## src/discrete_pkg.sv

```systemverilog
/*
 * shared definitions for the discrete sound block.
 * sample, period, gain and filter widths.
 * command FIFO depth and sample credit limits.
 * sample-rate enable accumulator constants.
 * command opcode enum.
 */
package discrete_pkg;

    // audio samples are signed 16 bit.
    localparam int sample_w = 16;
    localparam logic signed [sample_w-1:0] sample_max = 16'sh7fff;
    localparam logic signed [sample_w-1:0] sample_min = -16'sh8000;

    // square wave level, each voice swings between +amp and -amp.
    localparam logic signed [sample_w-1:0] amp = 16'sd16383;

    // oscillator half period, counted in samples.
    localparam int period_w = 16;
    localparam logic [period_w-1:0] period_init = 16'd1;

    // voice gain is gain/8, so 8 is unity.
    localparam int gain_w = 4;
    localparam int gain_frac = 3;
    localparam logic [gain_w-1:0] gain_unity = 4'd8;

    // mixer widths: product of voice and unsigned gain, then the two-voice sum.
    localparam int prod_w = sample_w + gain_w + 1;
    localparam int sum_w = prod_w + 1;

    // low-pass shift, 0 is bypass.
    localparam int shift_w = 3;

    // command FIFO, depth equals the credits handed out after reset.
    localparam int cmd_depth = 4;
    localparam int cmd_ptr_w = $clog2(cmd_depth);
    localparam int cmd_cnt_w = cmd_ptr_w + 1;
    localparam logic [cmd_cnt_w-1:0] cmd_slots = cmd_cnt_w'(cmd_depth);
    localparam int cmd_data_w = 16;

    // sample credit counter saturates at its all-ones value.
    localparam int credit_w = 4;
    localparam logic [credit_w-1:0] credit_max = '1;

    // 48 kHz from 50 MHz is 3/3125.
    localparam int clk_en_acc_w = 12;
    localparam logic [clk_en_acc_w-1:0] clk_en_step = 12'd3;
    localparam logic [clk_en_acc_w-1:0] clk_en_mod = 12'd3125;

    // host command opcodes.
    typedef enum logic [2:0] {
        op_nop        = 3'd0,
        op_set_period = 3'd1,
        op_set_gain   = 3'd2,
        op_set_enable = 3'd3,
        op_set_filter = 3'd4
    } cmd_op_e;

endpackage
```

## src/discrete_sound_top.sv

```systemverilog
/*
 * top level of the discrete sound block.
 * sample enable, two square voices, mixer, low-pass and control.
 */
module discrete_sound_top (
    input  logic clk,
    input  logic arst_n,
    input  logic cmd_valid,
    input  discrete_pkg::cmd_op_e cmd_op,
    input  logic cmd_voice,
    input  logic [discrete_pkg::cmd_data_w-1:0] cmd_value,
    output logic cmd_credit,
    input  logic sample_credit,
    output logic sample_valid,
    output logic signed [discrete_pkg::sample_w-1:0] sample_data,
    output logic overrun
);

    logic                                     clk_en;
    logic                                     enable_a;
    logic                                     enable_b;
    logic [discrete_pkg::period_w-1:0]        period_a;
    logic [discrete_pkg::period_w-1:0]        period_b;
    logic [discrete_pkg::gain_w-1:0]          gain_a;
    logic [discrete_pkg::gain_w-1:0]          gain_b;
    logic [discrete_pkg::shift_w-1:0]         filter_shift;
    logic signed [discrete_pkg::sample_w-1:0] voice_a;
    logic signed [discrete_pkg::sample_w-1:0] voice_b;
    logic signed [discrete_pkg::sample_w-1:0] mix_out;
    logic                                     mix_valid;
    logic signed [discrete_pkg::sample_w-1:0] filt_sample;
    logic                                     filt_valid;

    audio_clk_en_gen u_audio_clk_en_gen (
        .clk    (clk),
        .arst_n (arst_n),
        .clk_en (clk_en)
    );

    // voices advance on clk_en.
    square_wave_osc u_osc_a (
        .clk       (clk),
        .arst_n    (arst_n),
        .clk_en    (clk_en),
        .enable    (enable_a),
        .period    (period_a),
        .voice_out (voice_a)
    );

    square_wave_osc u_osc_b (
        .clk       (clk),
        .arst_n    (arst_n),
        .clk_en    (clk_en),
        .enable    (enable_b),
        .period    (period_b),
        .voice_out (voice_b)
    );

    // mix is valid 2 cycles after clk_en.
    voice_mixer u_voice_mixer (
        .clk       (clk),
        .arst_n    (arst_n),
        .clk_en    (clk_en),
        .voice_a   (voice_a),
        .voice_b   (voice_b),
        .gain_a    (gain_a),
        .gain_b    (gain_b),
        .mix_out   (mix_out),
        .mix_valid (mix_valid)
    );

    // filtered sample is valid 3 cycles after clk_en.
    rc_lowpass u_rc_lowpass (
        .clk        (clk),
        .arst_n     (arst_n),
        .in_valid   (mix_valid),
        .in_sample  (mix_out),
        .shift      (filter_shift),
        .out_valid  (filt_valid),
        .out_sample (filt_sample)
    );

    sound_ctrl u_sound_ctrl (
        .clk           (clk),
        .arst_n        (arst_n),
        .cmd_valid     (cmd_valid),
        .cmd_op        (cmd_op),
        .cmd_voice     (cmd_voice),
        .cmd_value     (cmd_value),
        .cmd_credit    (cmd_credit),
        .enable_a      (enable_a),
        .enable_b      (enable_b),
        .period_a      (period_a),
        .period_b      (period_b),
        .gain_a        (gain_a),
        .gain_b        (gain_b),
        .filter_shift  (filter_shift),
        .filt_valid    (filt_valid),
        .filt_sample   (filt_sample),
        .sample_credit (sample_credit),
        .sample_valid  (sample_valid),
        .sample_data   (sample_data),
        .overrun       (overrun)
    );

endmodule

```

## src/sound_ctrl.sv

```systemverilog
/*
 * control block of the sound unit.
 * command FIFO, opcode decode into voice and filter registers.
 * command credit return, with the burst after reset.
 * sample credit counter, send or drop, sticky overrun.
 */
module sound_ctrl (
    input  logic clk,
    input  logic arst_n,
    input  logic cmd_valid,
    input  discrete_pkg::cmd_op_e cmd_op,
    input  logic cmd_voice,
    input  logic [discrete_pkg::cmd_data_w-1:0] cmd_value,
    output logic cmd_credit,
    output logic enable_a,
    output logic enable_b,
    output logic [discrete_pkg::period_w-1:0] period_a,
    output logic [discrete_pkg::period_w-1:0] period_b,
    output logic [discrete_pkg::gain_w-1:0] gain_a,
    output logic [discrete_pkg::gain_w-1:0] gain_b,
    output logic [discrete_pkg::shift_w-1:0] filter_shift,
    input  logic filt_valid,
    input  logic signed [discrete_pkg::sample_w-1:0] filt_sample,
    input  logic sample_credit,
    output logic sample_valid,
    output logic signed [discrete_pkg::sample_w-1:0] sample_data,
    output logic overrun
);

    discrete_pkg::cmd_op_e                fifo_op    [discrete_pkg::cmd_depth];
    logic                                 fifo_voice [discrete_pkg::cmd_depth];
    logic [discrete_pkg::cmd_data_w-1:0]  fifo_value [discrete_pkg::cmd_depth];
    logic [discrete_pkg::cmd_ptr_w-1:0]   wr_ptr;
    logic [discrete_pkg::cmd_ptr_w-1:0]   rd_ptr;
    logic [discrete_pkg::cmd_cnt_w-1:0]   fifo_count;
    logic [discrete_pkg::cmd_cnt_w-1:0]   init_cnt;
    logic                                 rd_en;
    discrete_pkg::cmd_op_e                rd_op;
    logic                                 rd_voice;
    logic [discrete_pkg::cmd_data_w-1:0]  rd_value;
    logic [discrete_pkg::credit_w-1:0]    credit_cnt;
    logic                                 send;

    // decode waits for the reset credit burst, one credit pulse per cycle.
    assign rd_en      = (init_cnt == '0) && (fifo_count != '0);
    assign cmd_credit = (init_cnt != '0) || rd_en;

    assign rd_op    = fifo_op[rd_ptr];
    assign rd_voice = fifo_voice[rd_ptr];
    assign rd_value = fifo_value[rd_ptr];

    // every command is written, the host only sends with a credit.
    always_ff @(posedge clk) begin
        if (cmd_valid) begin
            fifo_op[wr_ptr]    <= cmd_op;
            fifo_voice[wr_ptr] <= cmd_voice;
            fifo_value[wr_ptr] <= cmd_value;
        end
    end

    always_ff @(posedge clk or negedge arst_n) begin
        if (!arst_n) begin
            wr_ptr     <= '0;
            rd_ptr     <= '0;
            fifo_count <= '0;
            init_cnt   <= discrete_pkg::cmd_slots;
        end else begin
            if (cmd_valid) begin
                wr_ptr <= wr_ptr + 1'b1;
            end
            if (rd_en) begin
                rd_ptr <= rd_ptr + 1'b1;
            end
            case ({cmd_valid, rd_en})
                2'b10:   fifo_count <= fifo_count + 1'b1;
                2'b01:   fifo_count <= fifo_count - 1'b1;
                default: fifo_count <= fifo_count;
            endcase
            if (init_cnt != '0) begin
                init_cnt <= init_cnt - 1'b1;
            end
        end
    end

    // register writes land the cycle after the FIFO read.
    always_ff @(posedge clk or negedge arst_n) begin
        if (!arst_n) begin
            enable_a     <= 1'b0;
            enable_b     <= 1'b0;
            period_a     <= discrete_pkg::period_init;
            period_b     <= discrete_pkg::period_init;
            gain_a       <= discrete_pkg::gain_unity;
            gain_b       <= discrete_pkg::gain_unity;
            filter_shift <= '0;
        end else if (rd_en) begin
            case (rd_op)
                discrete_pkg::op_set_period: begin
                    if (rd_voice) begin
                        period_b <= rd_value[discrete_pkg::period_w-1:0];
                    end else begin
                        period_a <= rd_value[discrete_pkg::period_w-1:0];
                    end
                end
                discrete_pkg::op_set_gain: begin
                    if (rd_voice) begin
                        gain_b <= rd_value[discrete_pkg::gain_w-1:0];
                    end else begin
                        gain_a <= rd_value[discrete_pkg::gain_w-1:0];
                    end
                end
                discrete_pkg::op_set_enable: begin
                    if (rd_voice) begin
                        enable_b <= rd_value[0];
                    end else begin
                        enable_a <= rd_value[0];
                    end
                end
                discrete_pkg::op_set_filter: begin
                    filter_shift <= rd_value[discrete_pkg::shift_w-1:0];
                end
                // nop and unknown codes still free their slot.
                default: begin
                end
            endcase
        end
    end

    // a sample goes out only with a credit in hand.
    assign send         = filt_valid && (credit_cnt != '0);
    assign sample_valid = send;
    assign sample_data  = filt_sample;

    always_ff @(posedge clk or negedge arst_n) begin
        if (!arst_n) begin
            credit_cnt <= '0;
            overrun    <= 1'b0;
        end else begin
            // credit and send in one cycle cancel out.
            if (sample_credit && !send && (credit_cnt != discrete_pkg::credit_max)) begin
                credit_cnt <= credit_cnt + 1'b1;
            end else if (send && !sample_credit) begin
                credit_cnt <= credit_cnt - 1'b1;
            end
            // dropped sample, stays set until reset.
            if (filt_valid && (credit_cnt == '0)) begin
                overrun <= 1'b1;
            end
        end
    end

    // host must hold a credit, so a full FIFO never sees a command.
    a_cmd_not_full: assert property (
        @(posedge clk) disable iff (!arst_n)
        cmd_valid |-> (fifo_count != discrete_pkg::cmd_slots)
    );

    // counter saturates at both ends.
    a_credit_no_underflow: assert property (
        @(posedge clk) disable iff (!arst_n)
        (credit_cnt == '0) |=> (credit_cnt != discrete_pkg::credit_max)
    );

    a_credit_no_overflow: assert property (
        @(posedge clk) disable iff (!arst_n)
        (credit_cnt == discrete_pkg::credit_max) |=> (credit_cnt != '0)
    );

endmodule

```

## src/rc_lowpass.sv

```systemverilog
/*
 * one-pole low-pass.
 * state moves toward the input by the difference shifted right by shift.
 * shift 0 passes the input straight through.
 */
module rc_lowpass (
    input  logic clk,
    input  logic arst_n,
    input  logic in_valid,
    input  logic signed [discrete_pkg::sample_w-1:0] in_sample,
    input  logic [discrete_pkg::shift_w-1:0] shift,
    output logic out_valid,
    output logic signed [discrete_pkg::sample_w-1:0] out_sample
);

    // one extra bit, the difference of two samples needs 17.
    logic signed [discrete_pkg::sample_w:0] diff;
    logic signed [discrete_pkg::sample_w:0] step;
    logic signed [discrete_pkg::sample_w:0] next_state;

    assign diff       = in_sample - out_sample;
    assign step       = diff >>> shift;
    // stays between old state and input, so it fits 16 bits.
    assign next_state = out_sample + step;

    // out_sample is the filter state itself.
    always_ff @(posedge clk or negedge arst_n) begin
        if (!arst_n) begin
            out_valid  <= 1'b0;
            out_sample <= '0;
        end else begin
            out_valid <= in_valid;
            // shift 0 adds the whole difference, so the state lands on the input.
            if (in_valid) begin
                out_sample <= next_state[discrete_pkg::sample_w-1:0];
            end
        end
    end

endmodule

```

## src/voice_mixer.sv

```systemverilog
/*
 * two-voice mixer.
 * scales each voice by gain/8, sums, saturates to 16 bits.
 * output registered one cycle after the oscillators update.
 */
module voice_mixer (
    input  logic clk,
    input  logic arst_n,
    input  logic clk_en,
    input  logic signed [discrete_pkg::sample_w-1:0] voice_a,
    input  logic signed [discrete_pkg::sample_w-1:0] voice_b,
    input  logic [discrete_pkg::gain_w-1:0] gain_a,
    input  logic [discrete_pkg::gain_w-1:0] gain_b,
    output logic signed [discrete_pkg::sample_w-1:0] mix_out,
    output logic mix_valid
);

    logic                                   en_d;
    logic signed [discrete_pkg::prod_w-1:0]   prod_a;
    logic signed [discrete_pkg::prod_w-1:0]   prod_b;
    logic signed [discrete_pkg::sum_w-1:0]    sum;
    logic signed [discrete_pkg::sample_w-1:0] sat;

    // gain is unsigned, a zero msb keeps the product signed.
    assign prod_a = voice_a * $signed({1'b0, gain_a});
    assign prod_b = voice_b * $signed({1'b0, gain_b});

    // drop the 3 fraction bits of the gain.
    assign sum = (prod_a >>> discrete_pkg::gain_frac) + (prod_b >>> discrete_pkg::gain_frac);

    always_comb begin
        if (sum > discrete_pkg::sample_max) begin
            sat = discrete_pkg::sample_max;
        end else if (sum < discrete_pkg::sample_min) begin
            sat = discrete_pkg::sample_min;
        end else begin
            sat = sum[discrete_pkg::sample_w-1:0];
        end
    end

    // voices are settled one cycle after clk_en.
    always_ff @(posedge clk or negedge arst_n) begin
        if (!arst_n) begin
            en_d      <= 1'b0;
            mix_valid <= 1'b0;
        end else begin
            en_d      <= clk_en;
            mix_valid <= en_d;
        end
    end

    always_ff @(posedge clk) begin
        if (en_d) begin
            mix_out <= sat;
        end
    end

endmodule

```

## src/square_wave_osc.sv

```systemverilog
/*
 * square wave voice.
 * counts clk_en ticks up to a programmable half period, then toggles.
 * outputs +amp, -amp, or 0 while disabled.
 */
module square_wave_osc (
    input  logic clk,
    input  logic arst_n,
    input  logic clk_en,
    input  logic enable,
    input  logic [discrete_pkg::period_w-1:0] period,
    output logic signed [discrete_pkg::sample_w-1:0] voice_out
);

    logic [discrete_pkg::period_w-1:0] cnt;
    logic                              level;
    logic                              half_done;

    // last tick of the half period.
    // a period of 0 behaves like 1.
    assign half_done = ({1'b0, cnt} + 1'b1) >= {1'b0, period};

    always_ff @(posedge clk or negedge arst_n) begin
        if (!arst_n) begin
            cnt       <= '0;
            level     <= 1'b1;
            voice_out <= '0;
        end else if (!enable) begin
            // silent, and ready to start high again.
            cnt       <= '0;
            level     <= 1'b1;
            voice_out <= '0;
        end else if (clk_en) begin
            voice_out <= level ? discrete_pkg::amp : -discrete_pkg::amp;
            if (half_done) begin
                cnt   <= '0;
                level <= ~level;
            end else begin
                cnt <= cnt + 1'b1;
            end
        end
    end

endmodule

```

## src/audio_clk_en_gen.sv

```systemverilog
/*
 * sample-rate enable generator.
 * fractional accumulator, one-cycle clk_en on each wrap.
 */
module audio_clk_en_gen (
    input  logic clk,
    input  logic arst_n,
    output logic clk_en
);

    logic [discrete_pkg::clk_en_acc_w-1:0] acc;
    logic [discrete_pkg::clk_en_acc_w:0]   acc_sum;

    // one spare bit so the sum cannot overflow before the compare.
    assign acc_sum = {1'b0, acc} + {1'b0, discrete_pkg::clk_en_step};

    always_ff @(posedge clk or negedge arst_n) begin
        if (!arst_n) begin
            acc    <= '0;
            clk_en <= 1'b0;
        end else if (acc_sum >= {1'b0, discrete_pkg::clk_en_mod}) begin
            // wrap keeps the remainder, so the average rate is exact.
            acc    <= acc_sum[discrete_pkg::clk_en_acc_w-1:0] - discrete_pkg::clk_en_mod;
            clk_en <= 1'b1;
        end else begin
            acc    <= acc_sum[discrete_pkg::clk_en_acc_w-1:0];
            clk_en <= 1'b0;
        end
    end

    // the pipeline behind this needs a gap between sample ticks.
    a_clk_en_single: assert property (
        @(posedge clk) disable iff (!arst_n) clk_en |=> !clk_en
    );

endmodule

```

## config.mk

```make
export PLATFORM = sky130hd
export DESIGN_NAME = discrete_sound_top
export DESIGN_NICKNAME = d
export VERILOG_FILES = /design/src/discrete_pkg.sv /design/src/discrete_sound_top.sv /design/src/sound_ctrl.sv /design/src/rc_lowpass.sv /design/src/voice_mixer.sv /design/src/square_wave_osc.sv /design/src/audio_clk_en_gen.sv
export SDC_FILE = /design/constraint.sdc
export NUM_CORES = 1
export LEC_CHECK = 0
export BUFFER_PORTS_ARGS = -buffer_cell sky130_fd_sc_hd__buf_2
export CAP_MARGIN = 20
export CORE_ASPECT_RATIO = 1.5
export CORE_UTILIZATION = 30
export DETAILED_ROUTE_END_ITERATION = 7
export PLACE_DENSITY = 0.43
export SYNTH_ARGS = -nofsm -noshare
export SYNTH_HDL_FRONTEND = slang
export SYNTH_SLANG_ARGS = --single-unit
```

## constraint.sdc

```tcl
create_clock -name clk -period 7.7 [get_ports clk]
set_input_delay 1.54 -clock clk [delete_from_list [all_inputs] [get_ports clk]]
set_output_delay 1.54 -clock clk [all_outputs]
set_load 0.005 [all_outputs]
```

==> results.py <==
metrics = {
    "power_and_ir_drop": {
        "comb_power_share_pct": 29.6,
        "power_density_mw_per_mm2": 247,
        "clock_power_share_pct": 30.7,
        "p_sw_mw": 1.47,
        "ir_drop_mv": 0.146,
        "p_seq_share_pct": 39.7,
        "power.leakage_nw": 7.81,
        "switching_share_pct": 34.0,
        "power.total_mw": 4.32,
        "p_int_mw": 2.85,
    },
    "synthesis": {
        "synth_edf_count": 96,
        "synthesis.area_mm2": 0.0156,
        "synth-main-ff-cell": "dfrtp_1",
        "synth_area_leaders": "dfrtp_1 (20%), edfxtp_1 (18%), ha_1 (11%)",
        "synth_compound_area_share_pct": 14.5,
        "synth_nets": 1701,
        "synth_top_family_by_area": "adder cells",
        "yosys.area_share.simple_pct": 11.5,
        "syn_inst": 1503,
        "muxShareOfSynthArea_pct": 7.31,
        "synthXorXnorAreaFrac_pct": 6.79,
        "synth_seq_area_share_pct": 39.7,
        "ys_ff_latch": 228,
        "synth_fa_ha_area_share_pct": 15.5,
        "synth_warnings": 0,
        "synth.distinct_cells": 87,
        "syn_avg_cell_area_um2": 10.4,
        "async_flop_share_pct": 57.9,
        "synth.top_cell.area_share_pct": 20.1,
        "synth_top_cell_by_area": "dfrtp_1",
    },
    "final_layout": {
        "regArea_mm2": 0.00619,
        "fill_cells": 5199,
        "final_layout_size_suffix_gt1_share_pct": 12.4,
        "multi_input_area_mm2": 0.00871,
        "fin_nets": 1740,
        "area_delta_synth_final_pct": 12.2,
    },
    "grt": {
        "grt_overflow_total": 0,
        "grt_pass1_wl_um": 59500,
        "met3_usage_pct": 1.62,
        "use_met1_pct": 15.0,
        "busiest_layer": "met2",
        "track_usage_pct": 14.0,
        "grt_start_max_net_pins": 68,
        "antenna_found_initial": 1,
        "use_met2_pct": 28.4,
        "grt_pass1_vias": 11400,
    },
    "die": {
        "core_mm2": 0.0514,
        "fp-row-count": 102,
        "initial_utilization_pct": 30.3,
        "dieArea_mm2": 0.0529,
        "fp.dieW_um": 188,
        "ioPinCount": 43,
        "die_y_um": 281,
    },
    "sta": {
        "worstMarginPinSlew_ns": 1.10,
        "maxSlewViolCount": 0,
        "fmax_mhz": 161,
        "worst_slew_margin_rel_pct": 25.4,
        "fin_skew_ns": 0.0453,
        "setup_viol": 0,
        "min_period_ns": 6.20,
        "hold_viol_final": 0,
        "min_period_over_period_pct": 80.5,
        "fin_setup_tns_ns": 0,
        "grt_setup_unrepaired": "no",
    },
    "routing": {
        "drt_pre_antenna_iters": 5,
        "drc": 0,
        "routed_wl_um": 35900,
        "wl_per_cell_um": 16.0,
        "vias": 10800,
        "vias_per_cell": 4.82,
        "first_iter_violations": 346,
        "drtAntennaViolNets": 0,
    },
    "clock_network": {
        "cts_max_path_buffers": 3,
        "clock_sinks": 228,
        "clk_pin_slew_worst_paths_ns": 0.06,
        "cts_max_level": 1,
        "cts.repair.resized": 0,
        "numCtsBuffers": 26,
        "cts_root_buffer": "clkbuf_16",
        "clk_latency_ns": 0.58,
        "cts_tree": "done",
        "cts_hold_repair.buffers": 0,
        "postCtsSetupBuffers": 0,
    },
    "placement": {
        "hpwlAfterDp_um": 27300,
        "place_congestion": 0.772,
        "port_buffers": 42,
    },
    "critical_path": {
        "r2r_setup_slack_ns": 1.50,
        "worstSetupPathType": "reg -> reg",
        "r2r_end": "u_voice_mixer.mix_out[0]$_SDFFCE_PN1P_",
        "worstSetupEndpointType": "register",
        "worstRegToRegCells": 22,
        "critPathMaxFanout": 15,
        "r2r-start": "u_osc_a.voice_out[13]$_DFFE_PN0P_",
        "cp.arrival_ns": 6.50,
        "required_ns": 8.00,
        "critPathLaunchType": "register",
    },
    "min_path": {
        "hp-start": "u_sound_ctrl.overrun$_DFFE_PN0P_",
        "hold_depth": 1,
        "hp-class": "reg -> reg",
        "whs_endpoint": "u_sound_ctrl.overrun$_DFFE_PN0P_",
    },
    "outcome": {
        "run_status": "finished clean",
    },
    "run": {
        "maxCapViolCount": 0,
    },
}
how the worst max path moves through the flow:
stage	startpoint	end	slack (ns)	depth (start not counted)
2_1_floorplan	u_osc_a.voice_out[13]$_DFFE_PN0P_	u_voice_mixer.mix_out[0]$_SDFFCE_PN1P_	2.04	24
3_3_place_gp	u_osc_a.voice_out[13]$_DFFE_PN0P_	u_voice_mixer.mix_out[1]$_SDFFCE_PN1P_	1.53	22
3_5_place_dp	u_osc_a.voice_out[13]$_DFFE_PN0P_	u_voice_mixer.mix_out[1]$_SDFFCE_PN1P_	1.43	22
4_1_cts	u_osc_a.voice_out[13]$_DFFE_PN0P_	u_voice_mixer.mix_out[0]$_SDFFCE_PN1P_	1.43	22
5_1_grt	u_osc_a.voice_out[13]$_DFFE_PN0P_	u_voice_mixer.mix_out[1]$_SDFFCE_PN1P_	0.98	22
6_report	u_osc_a.voice_out[13]$_DFFE_PN0P_	u_voice_mixer.mix_out[0]$_SDFFCE_PN1P_	1.50	22
power groups by stage:
stage / sequential, mW / combinational [mW] / clock, mW
3_5_place_dp: 1.74 / 1.32 / 0
3_3_place_gp: 1.74 / 1.30 / 0
5_1_grt: 1.75 / 1.45 / 1.41
4_1_cts: 1.72 / 1.32 / 1.37
6_report: 1.72 / 1.28 / 1.32
2_1_floorplan: 1.64 / 0.976 / 0
critical path, cell delays in order, from the launching register on:
cell and delay, ns:
dfrtp_1 0.42, and2_1 0.21, ha_1 0.33, inv_1 0.07
fa_1 0.50, fa_1 0.51, inv_1 0.04, ha_1 0.32
a21o_1 0.19, a21oi_1 0.21, o21ai_0 0.19, a21oi_1 0.27
nor2b_1 0.10, o21a_1 0.17, nor2_1 0.11, xnor2_1 0.14
ha_1 0.29, and3_2 0.24, a221o_2 0.34, a221oi_1 0.33
xnor2_1 0.20, o31ai_4 0.57, o21ai_0 0.18
cells in the final DEF (no fill, tap or decap), types with 6 or more instances in the layout:
| cell | netlist | final |
|---|---|---|
| ha_1 | 141 | 141 |
| dfstp_2 | 7 | 7 |
| mux2i_1 | 25 | 25 |
| buf_2 | 5 | 41 |
| o211ai_1 | 6 | 6 |
| a31oi_1 | 6 | 6 |
| nand2_1 | 120 | 120 |
| nor3_1 | 23 | 23 |
| dfrtp_1 | 125 | 125 |
| nand3b_1 | 8 | 8 |
| inv_1 | 142 | 142 |
| o21ai_0 | 114 | 114 |
| nand4_1 | 9 | 9 |
| a21oi_1 | 67 | 67 |
| o21a_1 | 14 | 14 |
| buf_4 | 2 | 8 |
| nand2b_1 | 19 | 19 |
| xnor2_1 | 78 | 78 |
| xor2_1 | 41 | 41 |
| edfxtp_1 | 96 | 96 |
| or2_2 | 6 | 6 |
| nor2b_1 | 17 | 17 |
| nor2_1 | 75 | 75 |
| mux2_2 | 37 | 37 |
| a211oi_1 | 19 | 19 |
| fa_1 | 33 | 33 |
| nand3_1 | 38 | 38 |
| mux4_2 | 21 | 21 |
| and3_1 | 14 | 14 |
| a21o_1 | 37 | 37 |
| o21bai_1 | 9 | 9 |
| and2_1 | 16 | 16 |
| a22o_1 | 6 | 6 |
| clkbuf_16 | 0 | 26 |
routing by layer:
layer / vias up / wire length (µm)
li1: 5438 / -
met1: 5204 / 14400
met2: 108 / 20000
met3: 41 / 869
met4: 2 / 658
met5: - / 10
cell type report:
class,count,share of cell area (%)
Timing Repair Buffer,51,1.67
Clock inverter,15,1.23
Inverter,143,3.07
Multi-Input combinational cell,1092,49.8
Sequential cell,228,35.4
Clock buffer,32,4.02
Tap cell,676,4.83
Antenna cell,1,0.0143
Yosys cell counts, types with 7 or more instances:
cell type and count:
mux4_2 21, a211oi_1 19, nor2b_1 17, a21oi_1 67, and2_1 16, ha_1 141
o21bai_1 9, nand2_1 120, inv_1 142, nor2_1 75, dfstp_2 7, nand3_1 38
o21a_1 14, xor2_1 41, nand3b_1 8, a21o_1 37, edfxtp_1 96, and3_1 14
clkbuf_1 24, mux2i_1 25, nand4_1 9, o21ai_0 114, nor3_1 23, nand2b_1 19
dfrtp_1 125, xnor2_1 78, fa_1 33, mux2_2 37
sequential cells by signal, summed over array words and instances, names as in the netlist, 2 cells and up:
| register | flops |
|---|---|
| u_audio_clk_en_gen.acc | 12 |
| u_osc_a.cnt | 16 |
| u_osc_a.voice_out | 3 |
| u_osc_b.cnt | 16 |
| u_osc_b.voice_out | 3 |
| u_rc_lowpass.out_sample | 16 |
| u_sound_ctrl.credit_cnt | 4 |
| u_sound_ctrl.fifo_count | 3 |
| u_sound_ctrl.fifo_op | 12 |
| u_sound_ctrl.fifo_value | 64 |
| u_sound_ctrl.fifo_voice | 4 |
| u_sound_ctrl.filter_shift | 3 |
| u_sound_ctrl.gain_a | 4 |
| u_sound_ctrl.gain_b | 4 |
| u_sound_ctrl.init_cnt | 3 |
| u_sound_ctrl.period_a | 16 |
| u_sound_ctrl.period_b | 16 |
| u_sound_ctrl.rd_ptr | 2 |
| u_sound_ctrl.wr_ptr | 2 |
| u_voice_mixer.mix_out | 16 |
metrics by stage:
stage | std cells | utilization (%) | worst slack (ns) | hold slack, ns | area, µm²
detailed placement | 2189 | 32.2 | 1.43 | 0.466 | 16600
finish | 2238 | 34.0 | 1.50 | 0.472 | 17500
floorplan | 1503 | - | 2.04 | 0.352 | 15600
global route | 2237 | 34.0 | 0.981 | 0.488 | 17500
global placement | 2189 | 32.2 | 1.53 | 0.437 | 16600
CTS | 2236 | 34.0 | 1.43 | 0.481 | 17500
logic make-up (layout without fill, tap and decap cells):
family	Yosys count	in the layout
DFF	228	228
xor gates and xnor gates	120	120
other	0	1
and+or+nand+nor	370	370
adders and majority gates	174	174
muxes	83	83
buffers and inverters	183	241
AOI/OAI and AO/OA	345	345
Note: power is estimated with default switching activity, not from simulation.
